<file path="src/hdl/align_pkg.sv">
/*
 * Alignment buffer shared definitions
 * Sizes, the fetched word view and the compressed instruction check
 */
package align_pkg;

  // Address width, one fetch word
  localparam int ADDR_W = 32;

  // Three entries are needed to hold a split instruction while fetching ahead
  localparam int FIFO_DEPTH = 3;
  localparam int PTR_W      = $clog2(FIFO_DEPTH);

  // Complete instructions held in the buffer
  localparam int CNT_W = 3;

  // Fetch requests in flight at most
  localparam int MAX_OUTSTANDING = 2;

  // Two halfwords of one fetched word, upper half first
  typedef struct packed {
    logic [15:0] hi;
    logic [15:0] lo;
  } half_pair_t;

  // One fetched word, read whole or as halfwords
  typedef union packed {
    logic [31:0] word;
    half_pair_t  half;
  } fetch_word_u;

  // RVC encoding, opcode bits 1:0 other than 2'b11
  function automatic logic is_compressed(input logic [15:0] hw);
    return hw[1:0] != 2'b11;
  endfunction

endpackage

</file>
<file path="src/hdl/fetch_req_ctrl.sv">
/*
 * Fetch request control
 * Throttles word requests, tracks outstanding requests and drops
 * responses that belong to a stream abandoned by a branch
 */
module fetch_req_ctrl (
  input  logic                        clk,
  input  logic                        rst_n,
  input  logic                        fetch_en_i,
  input  logic                        branch_i,
  input  logic                        fetch_ready_i,
  input  logic                        resp_valid_i,
  input  logic [align_pkg::CNT_W-1:0] insn_cnt_i,
  output logic                        fetch_valid_o,
  output logic                        fetch_accept_o,
  output logic                        resp_keep_o,
  output logic                        prefetch_busy_o
);

  // Counter width covering 0..MAX_OUTSTANDING
  localparam int OCW = $clog2(align_pkg::MAX_OUTSTANDING + 1);
  localparam int CW  = align_pkg::CNT_W;

  logic [OCW-1:0] outstanding_q;
  logic [OCW-1:0] outstanding_d;
  logic [OCW-1:0] flush_q;
  logic [OCW-1:0] flush_d;
  logic           room;
  logic           need_words;

  ////////////////////
  // Request decision
  ////////////////////

  // Room for one more request on the bus
  assign room = outstanding_q < OCW'(align_pkg::MAX_OUTSTANDING);

  // Buffer running dry, or one left with nothing on the way
  assign need_words = (insn_cnt_i == CW'(0)) ||
                      ((insn_cnt_i == CW'(1)) && (outstanding_q == OCW'(0)));

  // A branch always asks for the target word
  assign fetch_valid_o  = fetch_en_i && room && (need_words || branch_i);
  assign fetch_accept_o = fetch_valid_o && fetch_ready_i;

  // Response for the current stream, nothing left to flush
  // Responses in the branch cycle belong to the old stream
  assign resp_keep_o = resp_valid_i && (flush_q == OCW'(0)) && !branch_i;

  // Anything on the bus or about to be
  assign prefetch_busy_o = (outstanding_q != OCW'(0)) || fetch_valid_o;

  ////////////////////
  // Counters
  ////////////////////

  always_comb begin
    outstanding_d = outstanding_q;
    if (fetch_accept_o && !resp_valid_i) begin
      outstanding_d = outstanding_q + OCW'(1);
    end else if (!fetch_accept_o && resp_valid_i) begin
      outstanding_d = outstanding_q - OCW'(1);
    end
  end

  // On a branch every request still in flight is stale
  // A response in the same cycle is already gone
  always_comb begin
    flush_d = flush_q;
    if (branch_i) begin
      flush_d = resp_valid_i ? outstanding_q - OCW'(1) : outstanding_q;
    end else if (resp_valid_i && (flush_q != OCW'(0))) begin
      flush_d = flush_q - OCW'(1);
    end
  end

  always_ff @(posedge clk or negedge rst_n) begin
    if (!rst_n) begin
      outstanding_q <= '0;
      flush_q       <= '0;
    end else begin
      outstanding_q <= outstanding_d;
      flush_q       <= flush_d;
    end
  end

endmodule

</file>
<file path="src/hdl/insn_tracker.sv">
/*
 * Instruction tracker
 * Counts complete instructions held in the buffer from the words written
 * and the instructions issued
 */
module insn_tracker (
  input  logic                        clk,
  input  logic                        rst_n,
  input  logic                        branch_i,
  input  logic                        branch_addr_bit1_i,
  input  logic                        resp_keep_i,
  input  align_pkg::fetch_word_u      resp_rdata_i,
  input  logic                        issue_i,
  output logic [align_pkg::CNT_W-1:0] insn_cnt_o
);

  localparam int CW = align_pkg::CNT_W;

  logic          aligned_q;
  logic          aligned_d;
  logic          complete_q;
  logic          complete_d;
  logic [1:0]    n_incoming;
  logic          lo_ends_insn;
  logic          pop_q;
  logic [CW-1:0] cnt_q;
  logic [CW-1:0] cnt_d;

  // Lower halfword ends an instruction unless a branch skipped it
  assign lo_ends_insn = aligned_q || !complete_q;

  // Complete instructions in the incoming word
  always_comb begin
    aligned_d  = aligned_q;
    complete_d = complete_q;
    n_incoming = 2'd0;
    if (branch_i) begin
      // Unaligned target marks the lower half as skipped
      aligned_d  = !branch_addr_bit1_i;
      complete_d = branch_addr_bit1_i;
    end else if (resp_keep_i) begin
      if (aligned_q && !align_pkg::is_compressed(resp_rdata_i.half.lo)) begin
        // Full word instruction, alignment unchanged
        n_incoming = 2'd1;
      end else if (align_pkg::is_compressed(resp_rdata_i.half.hi)) begin
        // Upper half done too, next word starts aligned
        n_incoming = lo_ends_insn ? 2'd2 : 2'd1;
        aligned_d  = 1'b1;
        complete_d = 1'b1;
      end else begin
        // Upper half opens an instruction spilling into the next word
        n_incoming = lo_ends_insn ? 2'd1 : 2'd0;
        aligned_d  = 1'b0;
        complete_d = 1'b0;
      end
    end
  end

  // Pops land one cycle late to keep instr_ready_i off this path
  assign insn_cnt_o = cnt_q - CW'(pop_q);

  assign cnt_d = branch_i ? '0 : insn_cnt_o + CW'(n_incoming);

  always_ff @(posedge clk or negedge rst_n) begin
    if (!rst_n) begin
      aligned_q  <= 1'b1;
      complete_q <= 1'b0;
      pop_q      <= 1'b0;
      cnt_q      <= '0;
    end else begin
      aligned_q  <= aligned_d;
      complete_q <= complete_d;
      pop_q      <= issue_i;
      cnt_q      <= cnt_d;
    end
  end

endmodule

</file>
<file path="src/hdl/resp_fifo.sv">
/*
 * Response FIFO
 * Three word store written by kept responses, read two entries at a time
 */
module resp_fifo (
  input  logic                   clk,
  input  logic                   rst_n,
  input  logic                   branch_i,
  input  logic                   resp_keep_i,
  input  align_pkg::fetch_word_u resp_rdata_i,
  input  logic                   resp_err_i,
  input  logic                   issue_i,
  input  logic                   free_entry_i,
  output align_pkg::fetch_word_u head_word_o,
  output align_pkg::fetch_word_u next_word_o,
  output logic                   head_err_o,
  output logic                   next_err_o,
  output logic                   head_valid_o,
  output logic                   next_valid_o
);

  localparam int DEPTH = align_pkg::FIFO_DEPTH;
  localparam int PW    = align_pkg::PTR_W;

  align_pkg::fetch_word_u word_q [DEPTH];
  logic                   err_q  [DEPTH];
  logic [DEPTH-1:0]       valid_q;
  logic [DEPTH-1:0]       valid_d;
  logic [PW-1:0]          wptr_q;
  logic [PW-1:0]          rptr_q;
  logic [PW-1:0]          rptr_nx;
  logic                   pop;

  // Step a pointer, wrapping after the last entry
  function automatic logic [PW-1:0] ptr_inc(input logic [PW-1:0] p);
    return (p == PW'(DEPTH - 1)) ? '0 : p + PW'(1);
  endfunction

  assign rptr_nx = ptr_inc(rptr_q);
  assign pop     = issue_i && free_entry_i;

  // Entry written and drained in one cycle ends up empty
  always_comb begin
    valid_d = valid_q;
    if (resp_keep_i) begin
      valid_d[wptr_q] = 1'b1;
    end
    if (pop) begin
      valid_d[rptr_q] = 1'b0;
    end
  end

  // Word storage
  always_ff @(posedge clk) begin
    if (resp_keep_i) begin
      word_q[wptr_q] <= resp_rdata_i;
      err_q[wptr_q]  <= resp_err_i;
    end
  end

  always_ff @(posedge clk or negedge rst_n) begin
    if (!rst_n) begin
      valid_q <= '0;
      wptr_q  <= '0;
      rptr_q  <= '0;
    end else if (branch_i) begin
      // Start over empty for the new stream
      valid_q <= '0;
      wptr_q  <= '0;
      rptr_q  <= '0;
    end else begin
      valid_q <= valid_d;
      if (resp_keep_i) begin
        wptr_q <= ptr_inc(wptr_q);
      end
      if (pop) begin
        rptr_q <= rptr_nx;
      end
    end
  end

  // Oldest word and the one after it
  assign head_word_o  = word_q[rptr_q];
  assign head_err_o   = err_q[rptr_q];
  assign head_valid_o = valid_q[rptr_q];
  assign next_word_o  = word_q[rptr_nx];
  assign next_err_o   = err_q[rptr_nx];
  assign next_valid_o = valid_q[rptr_nx];

endmodule

</file>
<file path="src/hdl/instr_aligner.sv">
/*
 * Instruction aligner
 * Builds the instruction at the current halfword address from stored
 * and incoming words, with its address and bus error
 */
module instr_aligner #(
  parameter logic [align_pkg::ADDR_W-1:0] RESET_ADDR = '0
) (
  input  logic                         clk,
  input  logic                         rst_n,
  input  logic                         branch_i,
  input  logic [align_pkg::ADDR_W-1:0] branch_addr_i,
  input  align_pkg::fetch_word_u       head_word_i,
  input  align_pkg::fetch_word_u       next_word_i,
  input  logic                         head_err_i,
  input  logic                         next_err_i,
  input  logic                         head_valid_i,
  input  logic                         next_valid_i,
  input  logic                         resp_keep_i,
  input  align_pkg::fetch_word_u       resp_rdata_i,
  input  logic                         resp_err_i,
  input  logic                         instr_ready_i,
  output logic                         instr_valid_o,
  output logic [31:0]                  instr_rdata_o,
  output logic                         instr_err_o,
  output logic [align_pkg::ADDR_W-1:0] instr_addr_o,
  output logic                         issue_o,
  output logic                         free_entry_o
);

  localparam int AW = align_pkg::ADDR_W;

  logic [AW-1:0]          addr_q;
  align_pkg::fetch_word_u first_word;
  align_pkg::fetch_word_u second_word;
  logic                   first_err;
  logic                   second_err;
  logic [15:0]            lead_half;
  logic                   is_c;
  logic                   split;
  logic [31:0]            raw;

  ////////////////////
  // Source selection
  ////////////////////

  // Incoming word stands in for an empty entry
  assign first_word  = head_valid_i ? head_word_i : resp_rdata_i;
  assign first_err   = head_valid_i ? head_err_i  : resp_err_i;
  assign second_word = next_valid_i ? next_word_i : resp_rdata_i;
  assign second_err  = next_valid_i ? next_err_i  : resp_err_i;

  // Halfword holding the opcode of the current instruction
  assign lead_half = addr_q[1] ? first_word.half.hi : first_word.half.lo;
  assign is_c      = align_pkg::is_compressed(lead_half);

  // Full size instruction starting in the upper half
  assign split = addr_q[1] && !is_c;

  always_comb begin
    if (addr_q[1]) begin
      raw = {second_word.half.lo, first_word.half.hi};
    end else begin
      raw = first_word.word;
    end
  end

  // Compressed instructions come out zero extended
  assign instr_rdata_o = is_c ? {16'h0000, raw[15:0]} : raw;

  // Both words of a split instruction can fault
  assign instr_err_o = split ? (first_err || second_err) : first_err;

  // Split needs a second word, stored or arriving
  // Nothing is issued while the address is being replaced
  assign instr_valid_o = !branch_i &&
                         (split ? (next_valid_i || (head_valid_i && resp_keep_i))
                                : (head_valid_i || resp_keep_i));

  assign issue_o = instr_valid_o && instr_ready_i;

  // Aligned compressed leaves its upper half in the entry
  assign free_entry_o = addr_q[1] || !is_c;

  ////////////////////
  // Address
  ////////////////////

  always_ff @(posedge clk or negedge rst_n) begin
    if (!rst_n) begin
      addr_q <= RESET_ADDR;
    end else if (branch_i) begin
      addr_q <= {branch_addr_i[AW-1:1], 1'b0};
    end else if (issue_o) begin
      addr_q <= addr_q + (is_c ? AW'(2) : AW'(4));
    end
  end

  assign instr_addr_o = addr_q;

endmodule

</file>
<file path="src/hdl/align_buffer_top.sv">
/*
 * Instruction alignment buffer
 * Fetches words ahead and hands out 16 and 32 bit instructions in order
 */
module align_buffer_top #(
  parameter logic [align_pkg::ADDR_W-1:0] RESET_ADDR = 32'h0000_0080
) (
  input  logic                         clk,
  input  logic                         rst_n,
  // Control
  input  logic                         fetch_en_i,
  input  logic                         branch_i,
  input  logic [align_pkg::ADDR_W-1:0] branch_addr_i,
  output logic                         prefetch_busy_o,
  // Prefetcher requests
  output logic                         fetch_valid_o,
  input  logic                         fetch_ready_i,
  output logic                         fetch_branch_o,
  output logic [align_pkg::ADDR_W-1:0] fetch_branch_addr_o,
  // Prefetcher responses
  input  logic                         resp_valid_i,
  input  logic [31:0]                  resp_rdata_i,
  input  logic                         resp_err_i,
  // Instructions out
  output logic                         instr_valid_o,
  input  logic                         instr_ready_i,
  output logic [31:0]                  instr_rdata_o,
  output logic [align_pkg::ADDR_W-1:0] instr_addr_o,
  output logic                         instr_err_o
);

  align_pkg::fetch_word_u        resp_word;
  align_pkg::fetch_word_u        head_word;
  align_pkg::fetch_word_u        next_word;
  logic [align_pkg::CNT_W-1:0]   insn_cnt;
  logic                          resp_keep;
  logic                          head_err;
  logic                          next_err;
  logic                          head_valid;
  logic                          next_valid;
  logic                          issue;
  logic                          free_entry;

  assign resp_word.word = resp_rdata_i;

  // Branch target goes straight out, halfword aligned
  assign fetch_branch_o      = branch_i;
  assign fetch_branch_addr_o = {branch_addr_i[align_pkg::ADDR_W-1:1], 1'b0};

  fetch_req_ctrl u_fetch_req_ctrl (
    .clk             (clk),
    .rst_n           (rst_n),
    .fetch_en_i      (fetch_en_i),
    .branch_i        (branch_i),
    .fetch_ready_i   (fetch_ready_i),
    .resp_valid_i    (resp_valid_i),
    .insn_cnt_i      (insn_cnt),
    .fetch_valid_o   (fetch_valid_o),
    .fetch_accept_o  (),
    .resp_keep_o     (resp_keep),
    .prefetch_busy_o (prefetch_busy_o)
  );

  insn_tracker u_insn_tracker (
    .clk                (clk),
    .rst_n              (rst_n),
    .branch_i           (branch_i),
    .branch_addr_bit1_i (branch_addr_i[1]),
    .resp_keep_i        (resp_keep),
    .resp_rdata_i       (resp_word),
    .issue_i            (issue),
    .insn_cnt_o         (insn_cnt)
  );

  resp_fifo u_resp_fifo (
    .clk          (clk),
    .rst_n        (rst_n),
    .branch_i     (branch_i),
    .resp_keep_i  (resp_keep),
    .resp_rdata_i (resp_word),
    .resp_err_i   (resp_err_i),
    .issue_i      (issue),
    .free_entry_i (free_entry),
    .head_word_o  (head_word),
    .next_word_o  (next_word),
    .head_err_o   (head_err),
    .next_err_o   (next_err),
    .head_valid_o (head_valid),
    .next_valid_o (next_valid)
  );

  instr_aligner #(
    .RESET_ADDR (RESET_ADDR)
  ) u_instr_aligner (
    .clk           (clk),
    .rst_n         (rst_n),
    .branch_i      (branch_i),
    .branch_addr_i (branch_addr_i),
    .head_word_i   (head_word),
    .next_word_i   (next_word),
    .head_err_i    (head_err),
    .next_err_i    (next_err),
    .head_valid_i  (head_valid),
    .next_valid_i  (next_valid),
    .resp_keep_i   (resp_keep),
    .resp_rdata_i  (resp_word),
    .resp_err_i    (resp_err_i),
    .instr_ready_i (instr_ready_i),
    .instr_valid_o (instr_valid_o),
    .instr_rdata_o (instr_rdata_o),
    .instr_err_o   (instr_err_o),
    .instr_addr_o  (instr_addr_o),
    .issue_o       (issue),
    .free_entry_o  (free_entry)
  );

endmodule

</file>
<file path="config.mk">
export PLATFORM = sky130hd
export DESIGN_NAME = align_buffer_top
export DESIGN_NICKNAME = d
export VERILOG_FILES = /design/src/hdl/align_pkg.sv /design/src/hdl/fetch_req_ctrl.sv /design/src/hdl/insn_tracker.sv /design/src/hdl/resp_fifo.sv /design/src/hdl/instr_aligner.sv /design/src/hdl/align_buffer_top.sv
export SDC_FILE = /design/constraint.sdc
export NUM_CORES = 1
export LEC_CHECK = 0
export CELL_PAD_IN_SITES_DETAIL_PLACEMENT = 1
export CELL_PAD_IN_SITES_GLOBAL_PLACEMENT = 1
export CORE_MARGIN = 10
export CORE_UTILIZATION = 45
export DETAILED_ROUTE_END_ITERATION = 8
export DONT_BUFFER_PORTS = 1
export PLACE_DENSITY = 0.82
export SETUP_SLACK_MARGIN = 0.02
export SKIP_LAST_GASP = 1
export SLEW_MARGIN = 5
export SYNTH_ARGS = -nofsm -noshare
export SYNTH_HDL_FRONTEND = slang
export SYNTH_SLANG_ARGS = --single-unit
</file>
<file path="constraint.sdc">
create_clock -name clk -period 5.3 [get_ports clk]
set_clock_uncertainty 0.15 [all_clocks]
set_input_delay 1.06 -clock clk [delete_from_list [all_inputs] [get_ports clk]]
set_output_delay 1.06 -clock clk [all_outputs]
set_load 0.05 [all_outputs]
</file>
# Word-level counts from Yosys, hierarchy flattened
# Memories as Yosys holds them, arrays and structs flattened.
# Index checks and enable logic that the tools add are counted.
[classes] add_sub_neg=8 n_lt_le_gt_ge=6 n_eq_ne=7 mux=48 n_bitwise=3 n_reduce_logical=43
[ops] cell="2-to-1 mux 32 bit" n=5
[ops] cell="2-to-1 mux 2 bit" n=17
[ops] cell="adder 32 bit" n=1
[ops] cell="logical AND 1 bit" n=17
[ops] cell="2-to-1 mux 1 bit" n=16
[ops] cell="2-to-1 mux 16 bit" n=1
[ops] cell="2-to-1 mux 3 bit" n=5
[ops] cell="nonzero test 2 bit" n=7
[ops] cell="less-than comparator 2 x 3 -> 1 bit (second input constant)" n=3
[ops] cell="logical OR 1 bit" n=8
[ops] cell="!= test 2 bit (second input constant)" n=4
[ops] cell="logical NOT 1 bit" n=7
[ops] cell="adder 2 x 1 -> 2 bit (second input constant)" n=3
[ops] cell="binary-select mux 1 bit (select 2 bit)" n=2
[ops] cell="demux 1 bit (select 2 bit)" n=2
[ops] cell="== test 2 bit (second input constant)" n=2
[ops] cell="greater-or-equal comparator 2 x 1 -> 1 bit (second input constant)" n=2
[ops] cell="logical NOT 2 bit" n=2
[ops] cell="subtractor 2 x 1 -> 2 bit (second input constant)" n=2
[ops] cell="adder 3 x 2 -> 3 bit" n=1
[ops] cell="AND 3 bit" n=1
[ops] cell="== test 3 x 1 -> 1 bit (second input constant)" n=1
[ops] cell="logical NOT 3 bit" n=1
[ops] cell="inverter 3 bit" n=1
[ops] cell="4 further kinds" n=4
[totals] reg_bits=49 mem_bits_rw=99 input_bits=72 output_inout_bits=101 word_cells=127 n_memories=2
[mem_list] memory="u_resp_fifo.word_q" depth=3 word_bits=32 rd=2 rd_clocked_by_memory_dff=0 write_ports=1 line_no="resp_fifo.sv:25" rtl="align_pkg::fetch_word_u word_q [DEPTH];"
[mem_list] memory="u_resp_fifo.err_q" depth=3 word_bits=1 rd=2 rd_clocked_by_memory_dff=0 write_ports=1 line_no="resp_fifo.sv:26" rtl="logic err_q [DEPTH];"

# Logic depth before layout (Yosys ltp)
# Gate-level depths: netlist (run 1).
[depth] depth_word=13 mapped_depth=15 mapped_depth_nobuf=11

# Modules after synthesis
# Synthesis (run 1) repeated with hierarchy kept, for this count alone.
[unflattened] cells_unflattened=778 area_unflattened_um2=8559.5
[modules_own_cells] mod="resp_fifo" n_inst=1 cells_per_inst=356 area_each_um2=4745.8 seq_area_each_um2=3148.0
[modules_own_cells] mod="instr_aligner" n_inst=1 cells_per_inst=318 area_each_um2=2875.3 seq_area_each_um2=777.0
[modules_own_cells] mod="insn_tracker" n_inst=1 cells_per_inst=35 area_each_um2=372.9 seq_area_each_um2=151.4
[modules_own_cells] mod="fetch_req_ctrl" n_inst=1 cells_per_inst=35 area_each_um2=314.1 seq_area_each_um2=100.1
[modules_own_cells] mod="align_buffer_top" n_inst=1 cells_per_inst=34 area_each_um2=251.5 seq_area_each_um2=0.0

# Worst setup path after synthesis (run 1)
# No wires, ideal clock.
[synth_timing] kind="input-to-reg" startpoint="input port resp_valid_i" endpoint="register u_resp_fifo.valid_q[2]" setup_time_ns=0.092 arrival_ns=5.419 required_ns=5.058 slack_ns=-0.361 stages=5 n_path_buf=1 cell_sequence="buf_2 nand2_1 nor4b_1 o21ai_0 a21oi_1"
[synth_via] elab_chain_cells=10 elab_cells_between_ends=13 cone_classes="4 x mux; 1 x bitwise; 8 x reduce/logical"
[synth_lines] item="start: declaration" line_no="align_buffer_top.sv:21" rtl="input logic resp_valid_i,"
[synth_lines] item="logical AND 1 bit * (2 in series)" line_no="fetch_req_ctrl.sv:48" rtl="assign resp_keep_o = resp_valid_i && (flush_q == OCW'(0)) && !branch_i;"
[synth_lines] item="logical AND 1 bit" line_no="instr_aligner.sv:77" rtl="(split ? (next_valid_i || (head_valid_i && resp_keep_i))"
[synth_lines] item="logical OR 1 bit" line_no="instr_aligner.sv:77"
[synth_lines] item="2-to-1 mux 1 bit" line_no="instr_aligner.sv:77"
[synth_lines] item="logical AND 1 bit" line_no="instr_aligner.sv:76" rtl="assign instr_valid_o = !branch_i &&"
[synth_lines] item="logical AND 1 bit" line_no="instr_aligner.sv:80" rtl="assign issue_o = instr_valid_o && instr_ready_i;"
[synth_lines] item="logical AND 1 bit" line_no="resp_fifo.sv:40" rtl="assign pop = issue_i && free_entry_i;"
[synth_lines] item="2-to-1 mux 3 bit *" line_no="resp_fifo.sv:48" rtl="if (pop) begin"
[synth_lines] item="2-to-1 mux 3 bit *" line_no="resp_fifo.sv:66" rtl="end else if (branch_i) begin"
[synth_lines] item="end signal: assignment" line_no="resp_fifo.sv:72" rtl="valid_q <= valid_d;"
[synth_lines] item="end: declaration" line_no="resp_fifo.sv:27" rtl="logic [DEPTH-1:0] valid_q;"
# Mark *: on every way between the ends. The rest lies on a longest branch, timed or not.
# A chain may end at the register's enable or synchronous reset.

# Final worst setup path (run 1)
[layout_timing] startpoint="register u_resp_fifo.rptr_q[0]" endpoint="output port instr_valid_o"
[layout_via] elab_chain_cells=9 elab_cells_between_ends=18 cone_classes="1 x add/sub; 2 x eq/ne; 8 x mux; 6 x reduce/logical; 1 x memory"
[layout_lines] item="start: declaration" line_no="resp_fifo.sv:30" rtl="logic [PW-1:0] rptr_q;"
[layout_lines] item="start signal: assignment" line_no="resp_fifo.sv:77" rtl="rptr_q <= rptr_nx;"
[layout_lines] item="binary-select mux 1 bit (select 2 bit)" line_no="resp_fifo.sv:85" rtl="assign head_valid_o = valid_q[rptr_q];"
[layout_lines] item="2-to-1 mux 1 bit (implied by the code)" line_no="resp_fifo.sv:85"
[layout_lines] item="2-to-1 mux 32 bit" line_no="instr_aligner.sv:48" rtl="assign first_word = head_valid_i ? head_word_i : resp_rdata_i;"
[layout_lines] item="2-to-1 mux 2 bit" line_no="instr_aligner.sv:54" rtl="assign lead_half = addr_q[1] ? first_word.half.hi : first_word.half.lo;"
[layout_lines] item="!= test 2 bit" line_no="align_pkg.sv:34" rtl="return hw[1:0] != 2'b11;"
[layout_lines] item="logical NOT 1 bit" line_no="instr_aligner.sv:58" rtl="assign split = addr_q[1] && !is_c;"
[layout_lines] item="logical AND 1 bit" line_no="instr_aligner.sv:58"
[layout_lines] item="2-to-1 mux 1 bit *" line_no="instr_aligner.sv:77"
[layout_lines] item="logical AND 1 bit *" line_no="instr_aligner.sv:76"
[layout_lines] item="end: declaration" line_no="align_buffer_top.sv:25" rtl="output logic instr_valid_o,"
# Mark *: on every way between the ends. The rest lies on a longest branch, timed or not. The select of a mux whose other input is x is not followed.

==> results, run 1 <==
- The run finished with clean final reports.
- The buffer levels on the longest clock path is 2.
- Of the total power, the share spent switching nets is 0.388.
- Setup violations remaining at the end of the flow were counted as 0.
- The startpoint of the worst register-to-register path is u_resp_fifo.rptr_q[0].
- The total net switching power is 1.51 mW.
- The critical path class is reg -> out.
- Along the worst path, the maximum fanout reaches 28.
- The part of the power in registers is 0.394.
- Among all stages on the critical path, the largest delay is contributed by dfrtp_4.
- The initial antenna violation count is 0.
- For the pin with the worst max-slew slack, the measured transition is 1.18 ns.
- In the final layout, the share of cells above drive strength 1 is 0.167.
- The post-synthesis cell type with the largest combined area is edfxtp_1.
- The max-slew headroom at the worst pin is 0.214.
- Fill cells in the final layout number 1945.
- After detailed routing, the average wire length per cell comes to 23.6 um.
- The most instantiated library cell after synthesis is nand2_1.
- The per-cell via count in the routed design is 6.12.
- Relative to the synthesized area, the layout overhead comes to 10.2%.
- The clock net sink count is 147.
- In this run the clock root is driven by a clkbuf_16.
- The fraction of synthesized cell area taken by the top area cell type is 0.359.
- The placeable core region is 18000 um2.
- The total routing resource utilization after global routing is 0.192.
- The initial core utilization is 0.460.
- Entering global routing, the biggest net connects 70 pins.
- Buffers added to address setup during post-CTS repair amount to 0.
- The worst setup path is captured at an output pin.
- The sum of net half-perimeters after detailed placement is 16000 um.
- The cell area power density is 426 nW/um2.
- The final weighted congestion of routability-driven global placement is 0.808.
- For this run the aggregate overflow at the end of global routing stands at 0.
- The post-route minimum period is 4.62 ns.
- In the global route stage, met1 resource usage came out at 0.218.
- The number of global-route vias before repair is 6501.
- The first global-routing pass estimated 36700 um of wire.
- From bottom edge to top edge, the die measures 156 um.
- The timing startpoint of the critical path is u_resp_fifo.rptr_q[0].
- The min-delay analysis places its worst path in the category in -> async.
- The count of synthesis-stage warnings from yosys is 0.
- The sequential area share after synthesis is 0.504.
- After detailed routing, the number of remaining DRC violations is 0.
- For this run, global-route usage on met2 was measured as 0.331.
- The die covers 24200 um2.
- The cell area that synthesis handed to floorplanning was 8290 um2.
- The tool flagged a number of max-cap violations equal to 0.
- For this design the top-level I/O count stands at 173.
- In the final layout, flip-flops and latches occupy 4180 um2.
- The number of different library cells used by synthesis comes to 59.
- The required time of the worst setup path is 4.09 ns.
- The clock latency reported for the late side of the worst-skew pair is 0.43 ns.
- The H-tree generated during clock tree synthesis spans 4 levels.
- Counting flops with a built-in enable in the synthesized netlist gives 99.
- On the worst path, the slowest cell contributes a delay of 0.76 ns.
- Dividing the final minimum period by the clock period gives 0.871.
- The routed design has 23500 um of wire.
- The area of placed instances is 8520 um2.
- The width of the chip is 156 um.
- The area used by multi-input combinational logic is 3670 um2.
- After the last flow step, the layout net total stands at 837.
- In the synthesized netlist the async set-or-reset flop fraction comes to 0.327.
- The leakage power is 3.14 nW.
- In this run the remaining antenna-violating nets after routing total 0.
- The worst path arrival time is 3.41 ns.
- The commonest cells after synthesis are 102 x nand2_1, 99 x edfxtp_1, 84 x mux2i_1.
- Summing over every cut layer, the via total after detailed routing is 6082.
- The most utilized layer in the global route result is met2.
- The share of total power dissipated in the clock network is 0.317.
- The TritonCTS clock tree is done.
- The worst vdd rail ir drop is 0.270 mV.
- The per-instance average area after synthesis is 10.7 um2.
- The number of endpoints with negative hold slack in the final report is 0.
- In this run the core area contains 49 standard-cell rows.
- The synthesis-stage register bit count is 147.
- The number of antenna diodes in the final layout is 0.
- Clock tree synthesis inserted a total of 17 buffers.
- Ranked by total cell area, the synthesized netlist is headed by edfxtp_1 36%, dfrtp_1 14%, mux2i_1 10%, o21ai_0 5.0%, nand2_1 4.6%.
- After routing the design area is 9130 um2.
- The cell type with the highest occurrence count on the critical path is o21ai_0.
- The clock-pin slew reported for the worst setup and hold paths after clock tree synthesis is 0.07 ns.
- The hold buffer count at cts is 0.
- The length of the first detailed-routing pass in iterations is 5.
- The critical path goes through mux2i_1 -> o21ai_0 -> mux4_2 -> nand2_2 -> inv_1 -> ha_1 -> o211ai_2 -> o21ai_0 -> a21oi_1 -> buf_4.
- The upper clock frequency limit is 0.217 GHz.
- In this run, the number of DRC markers left after iteration 0 of detailed routing was 439.
- The gate count after technology mapping is 774.
- Buffers placed on the I/O ports in this run total 0.
- The most frequently used flop master after synthesis is edfxtp_1.
- In the final timing run, aggregate negative setup slack is 0 ns.
- The cell-internal power is 2.38 mW.
- After clock tree synthesis, the repair step resized 0 gates.
- For this run, global-route usage on met3 was measured as 0.0615.
- Setup repair after global routing left no endpoint under its margin.
- Of the total power, combinational logic draws 0.289.
- STA classifies the critical path startpoint as a flip-flop.
- The final count of pins violating max slew was 0.
## final cells by class
| type | instances | share of cell area |
|---|---|---|
| flip-flops and latches | 147 | 0.458 |
| inverters | 16 | 0.00658 |
| clock inverters | 15 | 0.0199 |
| clock buffers | 17 | 0.0466 |
| repair buffers | 41 | 0.0351 |
| well taps | 229 | 0.0314 |
| multi-input cells | 529 | 0.402 |
## metrics by stage
| step | setup WS [ns] | utilization | hold slack (ns) | power, mW | instances |
|---|---|---|---|---|---|
| final | 0.682 | 0.507 | 0.171 | 3.89 | 994 |
| after global routing | 0.473 | 0.507 | 0.148 | 4.07 | 994 |
| after CTS | 0.666 | 0.507 | 0.153 | 3.93 | 994 |
| after detailed placement | 1.02 | 0.473 | 0.335 | 2.68 | 962 |
| after global placement | 1.26 | 0.473 | 0.314 | 2.61 | 962 |
| after floorplan | 0.577 | - | 0.300 | 2.41 | 775 |
## sequential cells by signal, summed over array words and instances (netlist names), 3 cells and up
signal / cells
u_resp_fifo.word_q: 96
u_instr_aligner.instr_addr_o: 31
u_insn_tracker.cnt_q: 3
u_resp_fifo.err_q: 3
u_resp_fifo.valid_q: 3
## metal layers
layer | part of all wire | vias up
li1 | - | 2784
met1 | 0.39 | 3085
met2 | 0.52 | 173
met4 | 0.028 | 0
met3 | 0.063 | 40
met5 | 0 | -
## final timing paths
check,cells past startpoint,slack [ns],end
worst max-delay path,10,0.68,instr_valid_o
worst min register to register,2,0.36,u_fetch_req_ctrl.outstanding_q[1]
worst min-delay path,0,0.17,u_insn_tracker.cnt_q[1]
max in group asynchronous,0,4.63,u_insn_tracker.aligned_q
min in group clk,2,0.36,u_fetch_req_ctrl.outstanding_q[1]
worst max register to register,11,0.99,u_instr_aligner.instr_addr_o[23]
## kinds of logic (layout without fill, tap and decap cells)
group	after synthesis	count (layout)	share of synthesized area
buffers and inverters	99	89	0.0663
AND/OR/NAND/NOR	236	236	0.138
multiplexers	104	104	0.133
other	1	2	0.000453
adder cells (fa/ha/maj)	13	13	0.0214
XOR/XNOR	8	8	0.00846
flip-flops	147	147	0.504
AO/OA/AOI/OAI	166	166	0.128
## layout by cell type (no fill, tap or decap), types with 3 or more instances in the layout
cell type  instances
a22oi_1            8
nand2_1          102
xor2_1             4
o211ai_2           3
o31ai_1            9
a31oi_1           13
inv_8              6
dfrtp_1           43
nor2b_1           14
clkbuf_16         17
or4_1             19
xnor2_1            4
nand2b_1           4
mux2i_1           84
inv_1             15
nand3_1           23
o21ai_1           14
edfxtp_1          99
a211oi_2          16
mux2_2            17
o2111ai_1          4
o21ai_0           68
or3_1              4
nor3_1             6
buf_4             40
nor4_1             4
o211a_1            3
nand4_1            4
a21oi_1           13
nor2_1            38
inv_6              4
ha_1              11
## power by group through the flow
stage | clock network (mW) | registers [mW] | logic, mW
finish | 1.23 | 1.53 | 1.13
global route | 1.31 | 1.55 | 1.22
CTS | 1.25 | 1.53 | 1.14
detailed placement | 0 | 1.56 | 1.12
global placement | 0 | 1.55 | 1.07
floorplan | 0 | 1.51 | 0.900
## worst max-delay path, delay by kind of cell, from the launching register on
| family | cells | cell delay (ns) |
|---|---|---|
| flops | 1 | 0.76 |
| mux | 2 | 0.78 |
| compound gates | 4 | 0.69 |
| simple gates | 1 | 0.14 |
| fa+ha+maj | 1 | 0.25 |
| buf+inv | 2 | 0.33 |
Note: power is estimated with default switching activity, not from simulation.
==> inputs of run 2 (changes only) <==
- ABC_AREA: default -> 1
- CORE_UTILIZATION: 45 -> 43
- HOLD_SLACK_MARGIN: default -> 0.15
- PLACE_DENSITY: 0.82 -> 0.83
==> run 2 against run 1 <==
  * Synthesized cell count rose by 33%
  * Power rose by 5.5%
  * Combinational power up 13%
  * Sequential power rose by 3%
  * Sequential share of layout area is 1.5 points lower
  * Final area rose by 3.2%
  * Sequential cell count is the same
  * Die area up 5.8%
  * Count of clock-buffer cells in the layout is the same
  * Non-clock buffer count grew 7
  * Synthesized area grew 1.9%
  * Via count grew 18%
  * Largest cell class unchanged
  * Largest power group unchanged
  * Highest routed layer unchanged
==> results, run 2 <==
- Leaving out fill and tap cells, the most frequent cell in the layout is nand2_1.
- In the layout the commonest cells are 360 x nand2_1, 99 x edfxtp_1, 97 x nor2_1.
- The biggest fanout along the worst timing path was 19 (-32%).
- The adder and majority gate portion of the synthesized area came to 0.0210 (-0.000407).
- The count of nets left with antenna violations after detail routing is 0 (unchanged).
- The number of global-route vias before repair came to 7760 (+19%).
- The number of cells after detailed placement came to 1256 (+31%).
- The number of synthesized flops with an enable pin is 99 (unchanged).
- The most critical setup path has its startpoint at u_resp_fifo.rptr_q[1].
- The min-delay analysis places its worst path in the category in -> async.
- The number of primary I/O pins is 173 (unchanged).
- The length of the first detailed-routing pass in iterations is 5 (unchanged).
- The flow ran to the end, and the final reports show no timing, DRC or antenna violations.
- The overall die height is 160 um (+2.9%).
- The post-route minimum period is 4.77 ns (+0.157 ns).
- The total routing resource utilization after global routing is 0.209 (+0.0169).
- The final weighted congestion of routability-driven global placement was 0.848 (+4.9%).
- The sum of net half-perimeters after detailed placement is 18500 um (+15%).
- By area, the combinational part of the netlist is dominated by simple AND/OR/NAND/NOR gates.
- The TritonCTS clock tree is done.
- The total of fill cells in the finished design is 2360 (+21%).
- The post-detailed-routing wire length is 27200 um (+16%).
- The worst hold slack is 0.171 ns (+0.000425 ns).
- The commonest cells after synthesis are 360 x nand2_1, 99 x edfxtp_1, 98 x nor2_1.
- After synthesis, the cell types taking the most area are edfxtp_1 35%, nand2_1 16%, dfrtp_1 14%, nand3_1 5.6%, nor2_1 4.4%.
- The gate count after technology mapping is 1027 (+33%).
- The count of cell types in the netlist came to 41 (-31%).
- The global-route wire length before repair is 42900 um (+17%).
- The number of buffers created by CTS is 17 (unchanged).
- Among all flip-flop cells after synthesis, the most frequent one is edfxtp_1.
- The flip-flop count of the largest register after layout is 96 (unchanged).
- The per-cell via count in the routed design is 5.55 (-9.3%).
- The initial antenna violation count is 0 (unchanged).
- The overall die area is 25600 um2 (+5.8%).
- The placeable core region came to 19400 um2 (+7.6%).
- The post-layout instance count excluding filler cells came to 1293 (+30%).
- The synthesized-area fraction occupied by and/or/nand/nor cells is 0.302 (+0.164).
- The number of nets in the layout is 1100 (+31%).
- The proportion of register bits with asynchronous set or reset after synthesis is 0.327 (unchanged).
- The most common cell in the synthesized netlist is nand2_1.
- The ratio of cells with drive above 1 in the final layout is 0.109 (-0.0584).
- The per-instance average area after synthesis is 8.22 um2 (-23%).
- The final period utilization was 0.901 (+0.0296).
- The max-slew headroom at the worst pin is 0.216 (+0.00171).
- The upper clock frequency limit came to 0.209 GHz (-3.3%).
- The startpoint of the worst register-to-register path is u_resp_fifo.rptr_q[1].
- The buffers inserted during post-CTS setup optimization came to 0 (unchanged).
- The number of violations of the max-capacitance limit came to 0 (unchanged).
- The pin count of the biggest net entering global routing is 50 (-29%).
- The sequential area share after synthesis is 0.495 (-0.00956).
- The clock net sink count is 147 (unchanged).
- The number of I/O port buffers was 0 (unchanged).
- The critical path class is reg -> out.
- The fraction of synthesized area in multiplexers was 0 (-0.133).
- The register with the most flip-flops is u_resp_fifo.word_q.
- STA classifies the critical path endpoint as an output pin.
- The final count of pins violating max slew is 0 (unchanged).
- The cell area after synthesis is 8450 um2 (+1.9%).
- The initial core utilization was 0.435 (-0.0243).
- The average routed wire per standard cell is 21.0 um (-11%).
- The remaining global-route overflow was 0 (unchanged).
- The clock-pin slew reported for the worst setup and hold paths after clock tree synthesis is 0.07 ns (about the same).
- The violation count after the first detailed-routing iteration is 389 (-11%).
- The number of setup violations in the final report came to 0 (unchanged).
- The remaining routing DRC violations was 0 (unchanged).
- The setup TNS is 0 ns (unchanged).
- The fraction of synthesized cell area taken by the top area cell type is 0.352 (-0.00680).
- From synthesis to final layout, the design area changed by 11.6%.
- The number of antenna diodes came to 0 (unchanged).
- The buffer levels on the longest clock path is 2 (unchanged).
- The worst setup slack after placement is 0.768 ns (-0.256 ns).
- The width of the chip is 160 um (+2.9%).
- The post-route total power is 4.11 mW (+5.5%).
- The worst setup margin is 0.525 ns (-0.157 ns).
- edfxtp_1 takes more of the synthesized area than any other cell.
- The clock latency reported for the late side of the worst-skew pair came to 0.44 ns (about the same).
- The transition time of the tightest slew-check pin is 1.17 ns (-0.00416 ns).
- The synthesized-area fraction occupied by ao, oa, aoi and oai cells is 0.0692 (-0.0590).
- The type of element launching the critical path is a flip-flop.
- Setup repair after global routing left no endpoint under its margin.
- The worst path arrival time is 3.56 ns (+0.15 ns).
- In this run the clock root is driven by a clkbuf_16.
- The cell area power density was 436 nW/um2 (+2.2%).
- The number of H-tree levels is 4 (unchanged).
- The required time of the worst setup path is 4.09 ns (about the same).
- The count of synthesis-stage warnings from yosys is 0 (unchanged).
- The number of endpoints with negative hold slack in the final report is 0 (unchanged).
- The synthesized-area fraction occupied by xor and xnor cells came to 0.0259 (+0.0175).
- The synthesis-stage register bit count was 147 (unchanged).
- The number of cell rows was 51 (+4.1%).
- The via total after detailed routing was 7173 (+18%).
- The worst vdd rail ir drop was 0.245 mV (-9.4%).
- The leakage power is 3.86 nW (+23%).
run 2: worst max-delay path, stage by stage, from the launching register on:
cell and delay (ns):
dfrtp_2 0.60, buf_4 0.32, nand3_1 0.12, nand3_2 0.11, buf_4 0.23, nand4_1 0.12, nand3_1 0.11, nand2_2 0.09
nand2_4 0.29, inv_1 0.17, ha_1 0.26, inv_1 0.07, nand2_1 0.05, nor2_1 0.18, nor2_4 0.06, nand2_2 0.10
inv_1 0.08, buf_12 0.15
run 2: per-layer routing:
metal  up-vias  routed length, um  global-route usage
met1      3545              10800               0.239
li1       3348                  -                   -
met5         -                  0                   0
met3        41               1960              0.0632
met4         0                548              0.0680
met2       239              13800               0.365
run 2: power breakdown:
part,total (mW),switching (mW),internal [mW]
clock,1.25,0.599,0.647
sequential,1.58,0.244,1.33
combinational,1.28,0.904,0.379
total,4.11,1.75,2.36
run 2: cells by family after synthesis:
| group | count (synthesis) |
|---|---|
| AO/OA/AOI/OAI | 98 |
| other | 1 |
| AND/OR/NAND/NOR | 602 |
| adder cells (fa/ha/maj) | 13 |
| XOR/XNOR | 25 |
| flip-flops | 147 |
| buffers and inverters | 141 |
run 2: per-stage QoR:
| stage | cell area, um2 | util |
|---|---|---|
| 3_5_place_dp | 8740 | 0.450 |
| 4_1_cts | 9410 | 0.485 |
| 2_1_floorplan | 8450 | - |
| 6_report | 9430 | 0.486 |
| 5_1_grt | 9430 | 0.486 |
| 3_3_place_gp | 8740 | 0.450 |
run 2: path summary, 6_finish.rpt:
| path | cells after the start | to | slack (ns) |
|---|---|---|---|
| worst max-delay path | 17 | instr_valid_o | 0.53 |
| min in group clk | 1 | u_fetch_req_ctrl.outstanding_q[0] | 0.34 |
| max in group asynchronous | 1 | u_instr_aligner.instr_addr_o[23] | 3.79 |
| worst min register to register | 1 | u_fetch_req_ctrl.outstanding_q[0] | 0.34 |
| worst min-delay path | 0 | u_resp_fifo.valid_q[0] | 0.17 |
| worst max register to register | 18 | u_instr_aligner.instr_addr_o[25] | 1.21 |
run 2: layout make-up:
class | count | area (um2) | share of cell area
timing repair buffer | 48 | 508 | 0.0539
inverter | 61 | 231 | 0.0246
clock inverter | 15 | 204 | 0.0216
tap | 265 | 332 | 0.0352
sequential | 147 | 4180 | 0.443
clock buffer | 17 | 425 | 0.0451
multi-input combinational | 740 | 3550 | 0.376
run 2: timing repair:
action / in CTS / in global routing
endpoints found under the setup margin: 0 / 1
resized for setup: 0 / 1
hold buffers: 3 / 2
endpoints found under the hold margin: 22 / 8
==> inputs of run 3 (changes only) <==
- CELL_PAD_IN_SITES_DETAIL_PLACEMENT: 1 -> 0
==> run 3 against run 2 <==
  * Combinational power about the same
  * Register-to-register slack worse by 0.14 ns
  * Critical path type unchanged
  * First-iteration DRC count grew 29%
  * Critical path depth is the same
==> results, run 3 (synthesized netlist as in run 2, its figures left out) <==
- In this run the worst setup path terminates at instr_valid_o.
- The post-layout instance count excluding filler cells came to 1291 (-0.15%).
- The number of H-tree levels is 4 (unchanged).
- The remaining global-route overflow is 0 (unchanged).
- The initial core utilization came to 0.435 (unchanged).
- The number of global-route vias before repair is 6621 (-15%).
- The setup slack of the worst register-to-register path is 1.07 ns (-0.14 ns).
- The initial antenna violation count is 0 (unchanged).
- The final weighted congestion of routability-driven global placement is 0.848 (unchanged).
- The average routed wire per standard cell came to 18.5 um (-12%).
- The total routing resource utilization after global routing is 0.182 (-0.0267).
- The number of setup violations in the final report came to 0 (unchanged).
- The number of cells after detailed placement came to 1256 (unchanged).
- The sort of element at the end of the critical path is an output pin.
- The ratio of cells with drive above 1 in the final layout is 0.108 (-0.000762).
- The number of endpoints with negative hold slack in the final report is 0 (unchanged).
- The sum of net half-perimeters after detailed placement is 16200 um (-12%).
- The most common cell after layout, fill and taps aside is nand2_1.
- The upper clock frequency limit is 0.203 GHz (-3.0%).
- The leakage power was 3.85 nW (-0.18%).
- The remaining routing DRC violations is 0 (unchanged).
- The area growth from synthesis to final layout is 11.4%.
- The TritonCTS clock tree is done.
- The final period utilization was 0.929 (+0.0282).
- The total of fill cells in the finished design is 1908 (-19%).
- The path class of the tightest hold or removal check is in -> async.
- STA classifies the critical path startpoint as a flip-flop.
- The buffer levels on the longest clock path is 2 (unchanged).
- The post-detailed-routing wire length came to 23900 um (-12%).
- The met1 routed wirelength after detailed routing came to 10300 um (-4.6%).
- The per-cell via count in the routed design is 5.27 (-5.0%).
- The number of primary I/O pins is 173 (unchanged).
- The max-slew headroom at the worst pin came to 0.226 (+0.0107).
- The pin count of the biggest net entering global routing is 50 (unchanged).
- Counting flops per register, the top entry is u_resp_fifo.word_q.
- The post-route total power was 4.06 mW (-1.1%).
- The root cell of the clock tree is clkbuf_16.
- The clock latency reported for the late side of the worst-skew pair is 0.44 ns (about the same).
- The final count of pins violating max slew is 0 (unchanged).
- Setup repair after global routing left no endpoint under its margin.
- The biggest fanout along the worst timing path is 19 (unchanged).
- The worst vdd rail ir drop came to 0.257 mV (+4.9%).
- The met2 layer wire length in the routed design came to 11500 um (-17%).
- The required time of the worst setup path is 4.09 ns (about the same).
- The clock-pin slew reported for the worst setup and hold paths after clock tree synthesis is 0.08 ns (about the same).
- The overall die area is 25600 um2 (unchanged).
- The number of antenna diodes came to 0 (unchanged).
- The combined flip-flop and latch cell area is 4180 um2 (about the same).
- The placeable core region is 19400 um2 (unchanged).
- The library cells used most frequently in the layout, excluding fill and tap cells, are 360 x nand2_1, 99 x edfxtp_1, 97 x nor2_1.
- The flow ran to the end, and the final reports show no timing, DRC or antenna violations.
- The global-route wire length before repair is 37200 um (-13%).
- The timing startpoint of the critical path is u_resp_fifo.rptr_q[1].
- The length of the first detailed-routing pass in iterations came to 6 (+1).
- The buffers inserted during post-CTS setup optimization came to 0 (unchanged).
- The worst setup margin is 0.376 ns (-0.149 ns).
- The startpoint of the worst register-to-register path is u_resp_fifo.rptr_q[1].
- The post-route minimum period is 4.92 ns (+0.149 ns).
- The met3 wire length was 1720 um (-12%).
- The number of cell rows was 51 (unchanged).
- The flip-flop count of the largest register after layout is 96 (unchanged).
- The cell area power density is 432 nW/um2 (-0.91%).
- The number of nets in the layout is 1098 (-0.18%).
- The clock net sink count is 147 (unchanged).
- The highest metal layer with signal wires is met4.
- The width of the chip is 160 um (unchanged).
- The setup TNS is 0 ns (unchanged).
- The count of cells along the worst register-to-register path is 19 (+1).
- The critical path class is reg -> out.
- The worst path arrival time is 3.71 ns (+0.15 ns).
- The via total after detailed routing is 6804 (-5.1%).
- The number of I/O port buffers is 0 (unchanged).
- The count of nets left with antenna violations after detail routing was 0 (unchanged).
- The overall die height is 160 um (unchanged).
- The number of violations of the max-capacitance limit is 0 (unchanged).
- The worst register-to-register path ends at u_instr_aligner.instr_addr_o[1].
- The worst setup slack after placement is 0.808 ns (+0.0394 ns).
- The number of buffers created by CTS is 17 (unchanged).
- The violation count after the first detailed-routing iteration is 503 (+29%).
- The area used by multi-input combinational logic is 3550 um2 (unchanged).
- The transition time of the tightest slew-check pin is 1.16 ns (-0.0145 ns).
run 3: cell count changes in the layout (fill, tap and decap cells not counted):
cell	previous run	this run
dfrtp_1	44	45
inv_8	5	3
inv_6	1	2
dfrtp_2	2	1
inv_12	0	1
dlygate4sd3_1	4	2
run 3: how the worst min path moves through the flow:
stage	start	end	slack, ns	cells after the start
2_1_floorplan	u_resp_fifo.wptr_q[0]	u_resp_fifo.wptr_q[0]	0.31	2
3_3_place_gp	u_resp_fifo.wptr_q[0]	u_resp_fifo.wptr_q[0]	0.33	2
3_5_place_dp	u_fetch_req_ctrl.outstanding_q[0]	u_fetch_req_ctrl.outstanding_q[0]	0.34	1
4_1_cts	rst_n	u_resp_fifo.valid_q[0]	0.15	0
5_1_grt	rst_n	u_insn_tracker.aligned_q	0.28	0
6_report	rst_n	u_insn_tracker.aligned_q	0.30	0
run 3: metrics by stage:
step,instance area [um2],hold WS [ns],util
finish,9410,0.305,0.485
global route,9410,0.281,0.485
CTS,9400,0.151,0.485
detailed placement,8740,0.339,0.450
global placement,8740,0.332,0.450
floorplan,8450,0.314,-
run 3: routing by layer:
layer  global-route usage  vias to the layer above
li1                     -                     3340
met1                0.226                     3204
met2                0.302                      237
met3               0.0501                       23
met4               0.0580                        0
met5                    0                        -
run 3: area by class of cell:
type | count | share of cell area
Clock inverter | 15 | 0.0219
Tap cell | 265 | 0.0352
Timing Repair Buffer | 46 | 0.0519
Inverter | 61 | 0.0246
Clock buffer | 17 | 0.0452
Sequential cell | 147 | 0.444
Multi-Input combinational cell | 740 | 0.377
run 3: what timing repair did:
action	CTS	global route
hold endpoints to repair	34	5
gates resized for setup	0	0
hold buffers	2	1
run 3: power breakdown:
part	leakage (nW)	internal, mW	switching (mW)
logic	2.06	0.376	0.869
clock network	0.303	0.648	0.595
registers	1.49	1.33	0.240
run 3: worst max-delay path, stage by stage, from the launching register on:
cell	delay, ns
dfrtp_1	0.78
buf_4	0.36
nand3_1	0.12
nand3_2	0.11
buf_4	0.22
nand3_1	0.09
o211ai_1	0.11
nand2_2	0.10
nand2_4	0.28
inv_1	0.16
ha_1	0.26
inv_1	0.06
nand2_1	0.05
nor2_1	0.18
nor2_4	0.06
nand2_2	0.09
inv_1	0.07
buf_12	0.15
